File: src/hw/attn_pkg.sv
// =========================================================================
// Shared definitions for the attention scoring front end
// FP32 word types, the raw/field union, stream item structs, mask word
// Truncating FP32 multiply and add used by the datapath
// =========================================================================

`default_nettype none

package attn_pkg;

    // Vector storage length, lanes above D_MODEL are ignored
    localparam int MAX_D_MODEL = 8;

    typedef logic [31:0] fp32_t;
    typedef logic [3:0]  seq_idx_t;

    typedef struct packed {
        logic        sign;
        logic [7:0]  expo;
        logic [22:0] frac;
    } fp32_fields_s;

    // Same word seen as raw bits or as IEEE fields
    typedef union packed {
        fp32_t        bits;
        fp32_fields_s f;
    } fp32_word_u;

    // About -1.26e9, replaces masked scores
    localparam fp32_t MASK_WORD = 32'hCE96_7699;

    typedef struct packed {
        fp32_t [MAX_D_MODEL-1:0] query;
        fp32_t [MAX_D_MODEL-1:0] key;
        seq_idx_t                row;
        seq_idx_t                col;
    } qk_pair_s;

    typedef struct packed {
        fp32_t    score;
        seq_idx_t row;
        seq_idx_t col;
    } score_s;

    // =========================================================================
    // FP32 arithmetic, truncating, no zero/inf/NaN handling
    // =========================================================================

    function automatic fp32_t fp32_mul(fp32_t a, fp32_t b);
        fp32_word_u  ua;
        fp32_word_u  ub;
        fp32_word_u  res;
        logic [23:0] mant_a;
        logic [23:0] mant_b;
        logic [47:0] mant_p;
        logic [7:0]  exp_r;
        ua.bits = a;
        ub.bits = b;
        mant_a  = {1'b1, ua.f.frac};
        mant_b  = {1'b1, ub.f.frac};
        mant_p  = mant_a * mant_b;
        // Biased exponent sum wraps in 8 bits
        exp_r   = ua.f.expo + ub.f.expo - 8'd127;
        if (mant_p[47]) begin
            mant_p = mant_p >> 1;
            exp_r  = exp_r + 8'd1;
        end
        res.f.sign = ua.f.sign ^ ub.f.sign;
        res.f.expo = exp_r;
        // Hidden bit sits at 46, fraction below it truncated
        res.f.frac = mant_p[45:23];
        return res.bits;
    endfunction

    function automatic fp32_t fp32_add(fp32_t a, fp32_t b);
        fp32_word_u  ua;
        fp32_word_u  ub;
        fp32_word_u  res;
        logic        sign_r;
        logic [7:0]  exp_r;
        logic [23:0] mant_a;
        logic [23:0] mant_b;
        logic [24:0] mant_r;
        ua.bits = a;
        ub.bits = b;
        sign_r  = ua.f.sign;
        mant_a  = {1'b1, ua.f.frac};
        mant_b  = {1'b1, ub.f.frac};
        // Align smaller operand
        if (ua.f.expo > ub.f.expo) begin
            mant_b = mant_b >> (ua.f.expo - ub.f.expo);
            exp_r  = ua.f.expo;
        end else begin
            mant_a = mant_a >> (ub.f.expo - ua.f.expo);
            exp_r  = ub.f.expo;
        end
        if (ua.f.sign == ub.f.sign) begin
            mant_r = mant_a + mant_b;
            if (mant_r[24]) begin
                mant_r = mant_r >> 1;
                exp_r  = exp_r + 8'd1;
            end
        end else if (mant_a > mant_b) begin
            mant_r = mant_a - mant_b;
        end else begin
            mant_r = mant_b - mant_a;
            sign_r = ub.f.sign;
        end
        // Left normalize, at most 23 shifts for a nonzero mantissa
        for (int i = 0; i < 24; i++) begin
            if (!mant_r[23] && (exp_r != 8'd0)) begin
                mant_r = mant_r << 1;
                exp_r  = exp_r - 8'd1;
            end
        end
        // Exact cancellation drains the exponent to zero
        if (mant_r == 25'd0) begin
            exp_r = 8'd0;
        end
        res.f.sign = sign_r;
        res.f.expo = exp_r;
        res.f.frac = mant_r[22:0];
        return res.bits;
    endfunction

endpackage

`default_nettype wire

File: src/hw/score_scale_mask.sv
// =========================================================================
// Score stage: multiply by 1/sqrt(d_k), then causal mask
// Registered result, one cycle
// =========================================================================

`default_nettype none

module score_scale_mask #(
    parameter int D_MODEL = 4
) (
    input  logic             clk,
    input  logic             rst_n,
    input  attn_pkg::score_s sum_in,
    input  logic             causal_en,
    input  logic             load,
    output attn_pkg::score_s score_out
);
    import attn_pkg::*;

    // Table of 1/sqrt(d_k) for the supported sizes
    localparam fp32_t SCALE = (D_MODEL == 4)   ? 32'h3F00_0000 :
                              (D_MODEL == 16)  ? 32'h3E80_0000 :
                              (D_MODEL == 64)  ? 32'h3E00_0000 :
                              (D_MODEL == 256) ? 32'h3D80_0000 : 32'h3F80_0000;
    // Sizes outside the table pass unscaled
    localparam bit SCALE_EN = (D_MODEL == 4) || (D_MODEL == 16) ||
                              (D_MODEL == 64) || (D_MODEL == 256);

    fp32_t      scaled;
    logic       masked;
    fp32_word_u out_word;

    assign scaled = SCALE_EN ? fp32_mul(sum_in.score, SCALE) : sum_in.score;
    // Future key positions are hidden
    assign masked = causal_en && (sum_in.col > sum_in.row);

    always_ff @(posedge clk or negedge rst_n) begin
        if (!rst_n) begin
            score_out <= '0;
        end else if (load) begin
            score_out.score <= masked ? MASK_WORD : scaled;
            score_out.row   <= sum_in.row;
            score_out.col   <= sum_in.col;
        end
    end

    assign out_word.bits = score_out.score;

    // Freshly loaded score is never a NaN
    a_no_nan : assert property (@(posedge clk) disable iff (!rst_n)
        load |=> !((out_word.f.expo == 8'hFF) && (out_word.f.frac != '0)));

endmodule

`default_nettype wire

File: config.mk
export PLATFORM = sky130hd
export DESIGN_NAME = score_scale_mask
export DESIGN_NICKNAME = d
export VERILOG_FILES = /design/src/hw/attn_pkg.sv /design/src/hw/score_scale_mask.sv
export SDC_FILE = /design/constraint.sdc
export NUM_CORES = 1
export LEC_CHECK = 0
export ABC_AREA = 0
export BUFFER_PORTS_ARGS = -buffer_cell sky130_fd_sc_hd__buf_2
export CAP_MARGIN = 20
export CORE_MARGIN = 3
export CORE_UTILIZATION = 45
export CTS_CLUSTER_DIAMETER = 150
export DETAILED_ROUTE_END_ITERATION = 8
export PLACE_DENSITY = 0.83
export SLEW_MARGIN = 30
export SYNTH_ARGS = -nofsm -noshare
export SYNTH_HDL_FRONTEND = slang
export SYNTH_SLANG_ARGS = --single-unit
File: constraint.sdc
create_clock -name clk -period 0.95 [get_ports clk]
set_clock_uncertainty 0.15 [all_clocks]
set_input_delay 0.285 -clock clk [delete_from_list [all_inputs] [get_ports clk]]
set_output_delay 0.285 -clock clk [all_outputs]
set_load 0.02 [all_outputs]
# --- Yosys cells after proc, flatten, opt, wreduce, memory -nomap -nowiden ---
# Index checks and enable logic that the tools add are counted.
word_totals:
  ff_bits: 40
  inputBits: 44
  out_inout_bits: 40
  elab_cells: 8
op_classes:
  add_sub_neg: 2
  magnitude_cmp: 1
  n_mux: 1
  reduce_logical: 1
ops:
  columns: ["op", "count"]
  rows:
  - ["$mux 32", 1]
  - ["$add 8x7->8 const B", 1]
  - ["$sub 8x7->8 const B", 1]
  - ["$gt 4x4->1", 1]
  - ["$logic_and 1x1->1", 1]

# --- Logic depth before layout (Yosys ltp) ---
# Gate-level depths: netlist (run 1).
logic_depth:
  depth_word: 3
  ltp_mapped: 7
  mapped_depth_nobuf: 6

# --- Worst setup path before layout (run 1) ---
# Ideal clock, no wire load.
synth_path:
  path_type: "input-to-reg"
  startpoint: "input sum_in[5] (netlist name)"
  endpoint: "register score_out (netlist bit out_word[10])"
  setup_time_ns: 0.121
  arrival_ns: 1.335
  required_ns: 0.679
  setup_slack_ns: -0.656
  stages: 7
  n_path_buf: 1
  path_cell_list: "inv_1 ha_1 nor2b_2 o211ai_2 a31oi_4 buf_6 o22a_1"
synth_via:
  elab_chain_cells: 3
synth_lines:
  columns: ["item", "line", "source"]
  rows:
  - ["from (decl)", "score_scale_mask.sv:13", "input attn_pkg::score_s sum_in,"]
  - ["$gt 4x4->1", "score_scale_mask.sv:35", "assign masked = causal_en && (sum_in.col > sum_in.row);"]
  - ["$logic_and 1x1->1", "score_scale_mask.sv:35", null]
  - ["$mux 32", "score_scale_mask.sv:41", "score_out.score <= masked ? MASK_WORD : scaled;"]
  - ["to (decl)", "score_scale_mask.sv:16", "output attn_pkg::score_s score_out"]
# No other way between the ends.
# A chain may end at the register's enable or synchronous reset.

# --- Worst setup path in the final report (run 1) ---
layout_path:
  startpoint: "input sum_in[5] (netlist name)"
  endpoint: "register score_out (netlist bit out_word[14])"
# The elaborated chain is that of the path after synthesis.

==> impl_metrics.tcl, run 1 <==
set metrics [dict create \
    outcome "finished, violations left" \
    place.detailed.hpwl_um 3010 \
    wl_per_cell_um 16.2 \
    mostFrequentLayoutCell "buf_6" \
    postRouteAntennaNets 0 \
    required_ps 980 \
    crit_path_max_incr_delay_ps 230 \
    p_leak_nw 1.52 \
    fin_area_mm2 0.00299 \
    finalPower_mw 4.86 \
    post-route-period-util 1.47 \
    reg2reg_from "out_word[17]" \
    synthSimpleGateAreaFrac 0.0304 \
    fin_crit_ps 1400 \
    vias 1582 \
    crit_family "compound AO/OA/AOI/OAI gates" \
    crit_fanout 17 \
    grt_pass1_vias 1656 \
    clock_sinks 40 \
    violations "setup timing" \
    fillCellCount 184 \
    die_w_um 68.0 \
    io_buffers 83 \
    synth_nets 193 \
    critPathMostFrequentCell "buf_12" \
    setup_viol 80 \
    synth_mux_area_frac 0.0521 \
    synth_top_family_by_area "compound AO/OA/AOI/OAI gates" \
    start_util 0.491 \
    drc 0 \
    critPathBufInv 3 \
    dp_cells 283 \
    timing.hold.worst.class "primary input to register" \
    stdcell_count 314 \
    routed-wl-met2_um 2660 \
    grt.total_usage 0.223 \
    setup_ws_ps -447 \
    cts_tree "built" \
    syn-instance-count 144 \
    slowest_stage "ha_4" \
    die_area_mm2 0.00462 \
    synth-xor-area-share 0.0304 \
    antenna_cells 0 \
    drive_gt1_frac 0.567 \
    netlist_area_mm2 0.00173 \
    coreArea_mm2 0.00352 \
    yosysUniqueCellTypes 24 \
    ys_ff_latch 40 \
    end_kind "register" \
    final_util 0.849 \
    rr_endpoint "out_word[17]" \
    drv_slew 0 \
    drt_iter0_drc 88 \
    placementRows 21 \
    antenna_found_initial 0 \
    fmax_ghz 0.716 \
    rsz0062_at_grt "yes" \
    worstMarginPinSlew_ps 332 \
    numCtsBuffers 5 \
    crit_path_start "sum_in[5]" \
    cp-start-kind "primary input" \
    critical_path_depth 8 \
    clkSlewWorstSetupHoldPaths_ps 80 \
    endpoint "out_word[14]" \
    synth_warnings 0 \
    grt_max_degree 41 \
    wl_met1_um 1890 \
    place.gp.congestion 0.729 \
    routed_via_density 5.04 \
    grt-ovfl-total 0 \
    crit_arrival_ps 1430 \
    hold_viol_final 0 \
    crit_chain "buf_12, inv_12, ha_4, nor2b_4, o211ai_2, a31oi_4, buf_12, o22a_1" \
    place_ws_ps -858 \
    final_cell_mix "buf_6 (50), buf_2 (40), dfrtp_1 (40)" \
    firstDrtPassIters 4 \
    totalWireLength_um 5090 \
    dieHeight_um 68.0 \
    maxCapViolations 0 \
    cts-htree-levels 2 \
    area_growth_syn_to_layout_pct 73.0 \
    layout.nets 317 \
    yosysSeqAreaShare 0.579 \
    grt_pass1_wl_um 7520 \
    io_pins 84 \
    synthAdderAreaFrac 0.0362 \
    place_area_mm2 0.00239 \
    regArea_mm2 0.00100 \
    clk_latency_ps 290 \
    path_class "primary input to register" \
    cts_root_buffer "clkbuf_8" \
    regToRegSetupSlack_ps -170 \
    reg2reg_depth 3 \
    p_per_area_mw_per_mm2 1630 \
    hp-start "sum_in[26]" \
    ir_drop_v 0.00131 \
    cts_max_path_buffers 2 \
    synth_compound_area_frac 0.171 \
    relSlewSlack 0.777 \
    routed.top_layer "met4" \
    syn_avg_cell_area_um2 12.0 \
    whs_ps 65.2 \
    multi_input_area_um2 642 \
    setup_tns_ps -27210 \
    wl_met3_um 391 \
]
==> where the power goes <==
part | total (mW) | internal (mW) | switching (mW)
Clock | 1.08 | 0.497 | 0.582
Combinational | 1.68 | 0.945 | 0.733
Sequential | 2.10 | 1.92 | 0.183
==> worst reg2reg max path: cells and delay by family, from the launching register on <==
family	cells	cell delay, ps
AO/OA/AOI/OAI	1	190
flip-flops	1	400
buffers and inverters	2	260
==> layer usage <==
metal	vias up	track usage
li1	732	-
met1	757	0.236
met2	73	0.413
met3	20	0.0739
met4	0	0.0744
met5	-	0
==> kinds of logic after synthesis <==
logic type | Yosys count
and+or+nand+nor | 10
DFF | 40
buffers and inverters | 39
xor gates and xnor gates | 6
AOI/OAI and AO/OA | 36
muxes | 8
adders and majority gates | 5
==> Yosys cell counts <==
cell type / number / share of area
a21boi_2: 1 / 0.0065
a21oi_1: 1 / 0.0029
a31oi_4: 1 / 0.012
buf_2: 1 / 0.0029
buf_4: 1 / 0.0043
buf_6: 3 / 0.020
clkbuf_1: 3 / 0.0065
dfrtp_1: 40 / 0.58
ha_1: 5 / 0.036
inv_1: 31 / 0.067
mux2_2: 8 / 0.052
nand2_1: 1 / 0.0022
nand2b_1: 1 / 0.0036
nand3_1: 1 / 0.0029
nand4_1: 1 / 0.0036
nor2_1: 3 / 0.0065
nor2b_2: 1 / 0.0051
nor3_1: 1 / 0.0029
nor4_1: 1 / 0.0036
o211ai_2: 1 / 0.0072
o22a_1: 18 / 0.091
o22ai_1: 14 / 0.051
xnor2_1: 2 / 0.010
xor2_1: 4 / 0.020
==> final cells by class <==
cell class / instances / area share
Timing Repair Buffer: 125 / 0.361
Sequential cell: 40 / 0.335
Clock buffer: 5 / 0.0230
Inverter: 31 / 0.0431
Tap cell: 46 / 0.0193
Multi-Input combinational cell: 65 / 0.215
Clock inverter: 2 / 0.00419
==> registers in the layout, summed over array words and instances, names as in the netlist <==
register   flops
score_out      8
out_word      32
==> repair_timing <==
item / in CTS / in global routing
setup endpoints to repair: 76 / 80
hold buffers: 1 / 0
gates resized for setup: 88 / 11
hold endpoints to repair: 40 / 0
setup buffers: 15 / 10
pin swaps: 2 / 0
==> how the worst min path moves through the flow <==
stage | end | slack [ps] | depth (start not counted)
after global routing | out_word[18] | 60 | 2
after global placement | score_out[0] | 120 | 2
after floorplan | out_word[0] | -160 | 0
final | out_word[18] | 70 | 2
after detailed placement | score_out[1] | 120 | 2
after CTS | out_word[7] | 60 | 2
(Power assumes the default switching activity.)
==> inputs of run 2 (changes only) <==
- clock period: 0.95 -> 1.3 ns (I/O delays scaled with it)
==> run 2 against run 1 <==
Net effect: the run still ends with setup timing left; critical path depth did not move; utilization fell by 1.8 points; worst setup slack improved by 230 ps; via count fell by 2.9%; hold slack improved by 110 ps; final area fell by 2.1%; register-to-register slack improved by 300 ps; sequential share of layout area rose by 0.73 points; sequential power fell by 27%; clock power fell by 20%; power fell by 26%; non-clock buffer count fell by 9; highest routed layer unchanged.
==> impl_metrics.tcl, run 2 (same netlist as run 1, synthesis figures left out) <==
set metrics [dict create \
    outcome "finished, violations left" \
    violations "setup timing" \
    ir_drop_v 0.000885 \
    routed_via_density 5.02 \
    timing.hold.worst.class "primary input to register" \
    cts_max_path_buffers 2 \
    fillCellCount 195 \
    maxCapViolations 0 \
    grt.total_usage 0.217 \
    setup_tns_ps -7920 \
    clk_latency_ps 280 \
    die_area_mm2 0.00462 \
    p_per_area_mw_per_mm2 1220 \
    antenna_cells 0 \
    drc 0 \
    grt_max_degree 30 \
    end_kind "register" \
    place.gp.congestion 0.718 \
    wl_per_cell_um 16.6 \
    start_util 0.491 \
    crit_fanout 21 \
    layout.nets 308 \
    fin_crit_ps 1510 \
    clkSlewWorstSetupHoldPaths_ps 90 \
    cts-htree-levels 2 \
    hold_viol_final 0 \
    p_sw_mw 1.11 \
    pwr-share-comb 0.331 \
    cp-start-kind "primary input" \
    placementRows 21 \
    area_growth_syn_to_layout_pct 69.3 \
    post-route-period-util 1.17 \
    relSlewSlack 0.780 \
    mostFrequentLayoutCell "buf_6" \
    setup_ws_ps -215 \
    place_ws_ps -592 \
    final_cell_mix "buf_6 (44), buf_2 (40), dfrtp_1 (40)" \
    p_seq_frac 0.428 \
    largest_register_ffs 32 \
    setup_viol 72 \
    fmax_ghz 0.660 \
    regToRegSetupSlack_ps 130 \
    grt_pass1_wl_um 7290 \
    io_pins 84 \
    antenna_found_initial 0 \
    p_sw_frac 0.310 \
    dieHeight_um 68.0 \
    internal-power_mw 2.47 \
    clock_sinks 40 \
    power_frac_clock 0.241 \
    numCtsBuffers 5 \
    crit_arrival_ps 1540 \
    cts_root_buffer "clkbuf_8" \
    io_buffers 83 \
    postRouteAntennaNets 0 \
    die_w_um 68.0 \
    coreArea_mm2 0.00352 \
    totalWireLength_um 5080 \
    vias 1536 \
    worstMarginPinSlew_ps 331 \
    drive_gt1_frac 0.577 \
    firstDrtPassIters 4 \
    p_leak_nw 1.45 \
    drt_iter0_drc 56 \
    cts_tree "built" \
    rsz0062_at_grt "yes" \
    drv_slew 0 \
    path_class "primary input to register" \
    required_ps 1320 \
    place.detailed.hpwl_um 3010 \
    grt_pass1_vias 1511 \
    grt-ovfl-total 0 \
]
==> run 2: cell types whose count changed in the layout (fill, tap and decap cells not counted), moves of 3 or more <==
cell,previous run,this run
mux2_2,0,8
mux2_4,8,0
buf_6,50,44
o22ai_1,14,9
o22ai_2,0,4
buf_4,30,27
==> run 2: routing by layer <==
metal  GRT usage  routed length [um]  vias to the layer above
li1            -                   -                      724
met2       0.379                2690                       70
met5           0                   0                        -
met4      0.0695                  80                        0
met3      0.0739                 384                       10
met1       0.249                1920                      732
==> run 2: final timing paths <==
| check | from | to | cells past startpoint |
|---|---|---|---|
| setup / recovery | sum_in[5] | out_word[12] | 8 |
| hold / removal | sum_in[18] | out_word[10] | 2 |
| setup reg to reg | score_out[5] | score_out[5] | 3 |
| hold reg to reg | out_word[0] | out_word[0] | 1 |
| max in group asynchronous | rst_n | out_word[1] | 3 |
| min in group asynchronous | rst_n | out_word[14] | 2 |
==> run 2: layout make-up <==
class / count / area, um2 / area share
Timing Repair Buffer: 116 / 988 / 0.338
Clock buffer: 6 / 82.6 / 0.0282
Tap cell: 46 / 57.6 / 0.0197
Inverter: 31 / 129 / 0.0441
Sequential cell: 40 / 1000 / 0.342
Clock inverter: 2 / 10.0 / 0.00342
Multi-Input combinational cell: 65 / 657 / 0.225
==> run 2: critical path, cell delays in order <==
cell	delay [ps]
buf_12	110
inv_12	40
ha_4	190
nor2b_4	120
o211ai_2	170
a31oi_4	140
buf_12	180
o22a_1	190
==> run 2: power groups by stage <==
stage               clock network (mW)  registers, mW  logic, mW
finish                           0.861           1.53       1.18
global route                     0.928           1.55       1.26
CTS                              0.857           1.52       1.11
detailed placement                   0           1.51      0.838
global placement                     0           1.50      0.814
floorplan                            0           1.70      0.285
==> run 2: what timing repair did <==
action                                  in CTS  in global routing
pin swaps                                    1                  2
hold endpoints to repair                    11                  0
resized for setup                           92                  9
endpoints found under the setup margin      72                 72
hold buffers                                 1                  0
cloned                                       1                  0
setup buffers                                8                  8
==> run 2: stage by stage <==
stage               hold WS, ps  std cells  power, mW  utilization  cell area, um2
floorplan                 -55.6        144       1.99            -            1780
global placement            137        280       2.32        0.665            2340
detailed placement          143        280       2.34        0.665            2340
CTS                         164        298       3.48        0.801            2820
global route                161        306       3.74        0.831            2930
finish                      170        306       3.58        0.831            2930
==> inputs of run 3 (changes only) <==
- REMOVE_ABC_BUFFERS: unset -> 1
==> run 3 against run 2 <==
Net effect: the run still ends with setup timing left; sequential power about the same; clock power is 2% higher; final cell count rose by 5.2%; first-iteration DRC count increased by 82%; utilization is 4.8 points higher; critical endpoint is now out_word[23].
==> impl_metrics.tcl, run 3 (same netlist as run 1, synthesis figures left out) <==
set metrics [dict create \
    outcome "finished, violations left" \
    violations "setup timing" \
    wl_per_cell_um 21.1 \
    dp_cells 282 \
    vias 1758 \
    relSlewSlack 0.790 \
    fin_crit_ps 1650 \
    reg2reg_from "out_word[12]" \
    p_sw_frac 0.319 \
    grt_pass1_vias 1771 \
    place.detailed.hpwl_um 3030 \
    largest_register_ffs 32 \
    drv_slew 0 \
    dieHeight_um 68.0 \
    crit_path_max_incr_delay_ps 190 \
    crit_arrival_ps 1680 \
    critPathBufInv 4 \
    placementRows 21 \
    crit_fanout 5 \
    min_to "out_word[17]" \
    drive_gt1_frac 0.605 \
    hp-start "sum_in[25]" \
    layout.nets 324 \
    postRouteAntennaNets 0 \
    setup_tns_ps -11750 \
    totalWireLength_um 6810 \
    rsz0062_at_grt "yes" \
    post-route-period-util 1.27 \
    grt.total_usage 0.274 \
    fmax_ghz 0.605 \
    cts_tree "built" \
    grt_pass1_wl_um 9040 \
    rr_endpoint "out_word[12]" \
    timing.hold.worst.class "primary input to register" \
    drc 0 \
    reg2reg_depth 3 \
    cts-htree-levels 2 \
    crit_family "compound AO/OA/AOI/OAI gates" \
    stdcell_count 322 \
    required_ps 1330 \
    coreArea_mm2 0.00352 \
    hold_viol_final 0 \
    cp-start-kind "primary input" \
    internal-power_mw 2.58 \
    p_leak_nw 1.54 \
    setup_viol 72 \
    cts_root_buffer "clkbuf_8" \
    mostFrequentLayoutCell "buf_6" \
    place.gp.congestion 0.773 \
    maxCapViolations 0 \
    regToRegSetupSlack_ps 160 \
    clkSlewWorstSetupHoldPaths_ps 80 \
    setup_ws_ps -354 \
    worstMarginPinSlew_ps 313 \
    p_seq_frac 0.405 \
    grt-ovfl-total 0 \
    firstDrtPassIters 4 \
    numCtsBuffers 5 \
    io_buffers 83 \
    grt_max_degree 41 \
    area_growth_syn_to_layout_pct 79.0 \
    place_ws_ps -621 \
    p_sw_mw 1.21 \
    io_pins 84 \
    end_kind "register" \
    clock_sinks 40 \
    antenna_found_initial 0 \
    cts_max_path_buffers 2 \
    whs_path_depth 2 \
    p_per_area_mw_per_mm2 1230 \
    slowest_stage "ha_4" \
    fillCellCount 149 \
    crit_chain "buf_8, inv_4, ha_4, nor2b_4, o211ai_2, a31oi_4, buf_4, buf_6, o22a_1" \
    start_util 0.491 \
    drt_iter0_drc 102 \
    power_frac_clock 0.231 \
    die_w_um 68.0 \
    antenna_cells 0 \
    final_util 0.878 \
    clk_latency_ps 290 \
    crit_path_start "sum_in[5]" \
    ir_drop_v 0.000859 \
    die_area_mm2 0.00462 \
    final_cell_mix "buf_6 (47), buf_4 (41), dfrtp_1 (40)" \
    pwr-share-comb 0.364 \
    path_class "primary input to register" \
    routed_via_density 5.46 \
]
## run 3: worst register-to-register path, cell delays in order, from the launching register on
cell and delay (ps):
dfrtp_1 410, buf_4 150, buf_4 120, o22a_1 190
## run 3: what timing repair did
item | 4_1_cts | 5_1_grt
endpoints found under the setup margin | 72 | 72
endpoints found under the hold margin | 40 | 0
pin swaps | 24 | 14
cloned | 3 | 0
buffers inserted | 14 | 19
gates resized for setup | 106 | 13
hold buffers | 1 | 0
## run 3: power groups by stage
stage               Clock [mW]  Sequential [mW]  Combinational [mW]
finish                   0.876             1.54                1.38
floorplan                    0             1.70               0.228
detailed placement           0             1.50               0.833
CTS                      0.857             1.52                1.23
global route             0.927             1.55                1.44
global placement             0             1.50               0.813
## run 3: how the worst max path moves through the flow
stage	slack (ps)	depth (start not counted)	endpoint
6_report	-350	9	out_word[23]
3_5_place_dp	-620	8	out_word[20]
5_1_grt	-370	9	out_word[23]
4_1_cts	-330	9	out_word[23]
3_3_place_gp	-580	7	out_word[30]
2_1_floorplan	-600	6	out_word[11]
## run 3: layout make-up
class,count,area (um2),share of cell area
Tap cell,46,57.6,0.0186
Timing Repair Buffer,132,1130,0.367
Multi-Input combinational cell,65,684,0.221
Inverter,31,121,0.0392
Sequential cell,40,1000,0.324
Clock buffer,7,86.3,0.0279
Clock inverter,1,7.51,0.00243
## run 3: per-layer routing
metal / GRT usage / vias to the layer above / wire [um]
li1: - / 755 / -
met2: 0.484 / 104 / 3700
met5: 0 / - / 0
met1: 0.294 / 866 / 2260
met4: 0.112 / 0 / 339
met3: 0.102 / 33 / 508
## run 3: per-stage QoR
step           power, mW  hold WS (ps)  instance area [um2]
4_1_cts             3.61           154                 2980
5_1_grt             3.92           167                 3090
3_5_place_dp        2.34           224                 2310
3_3_place_gp        2.31           222                 2310
2_1_floorplan       1.93         -55.6                 1670
6_report            3.79           160                 3090
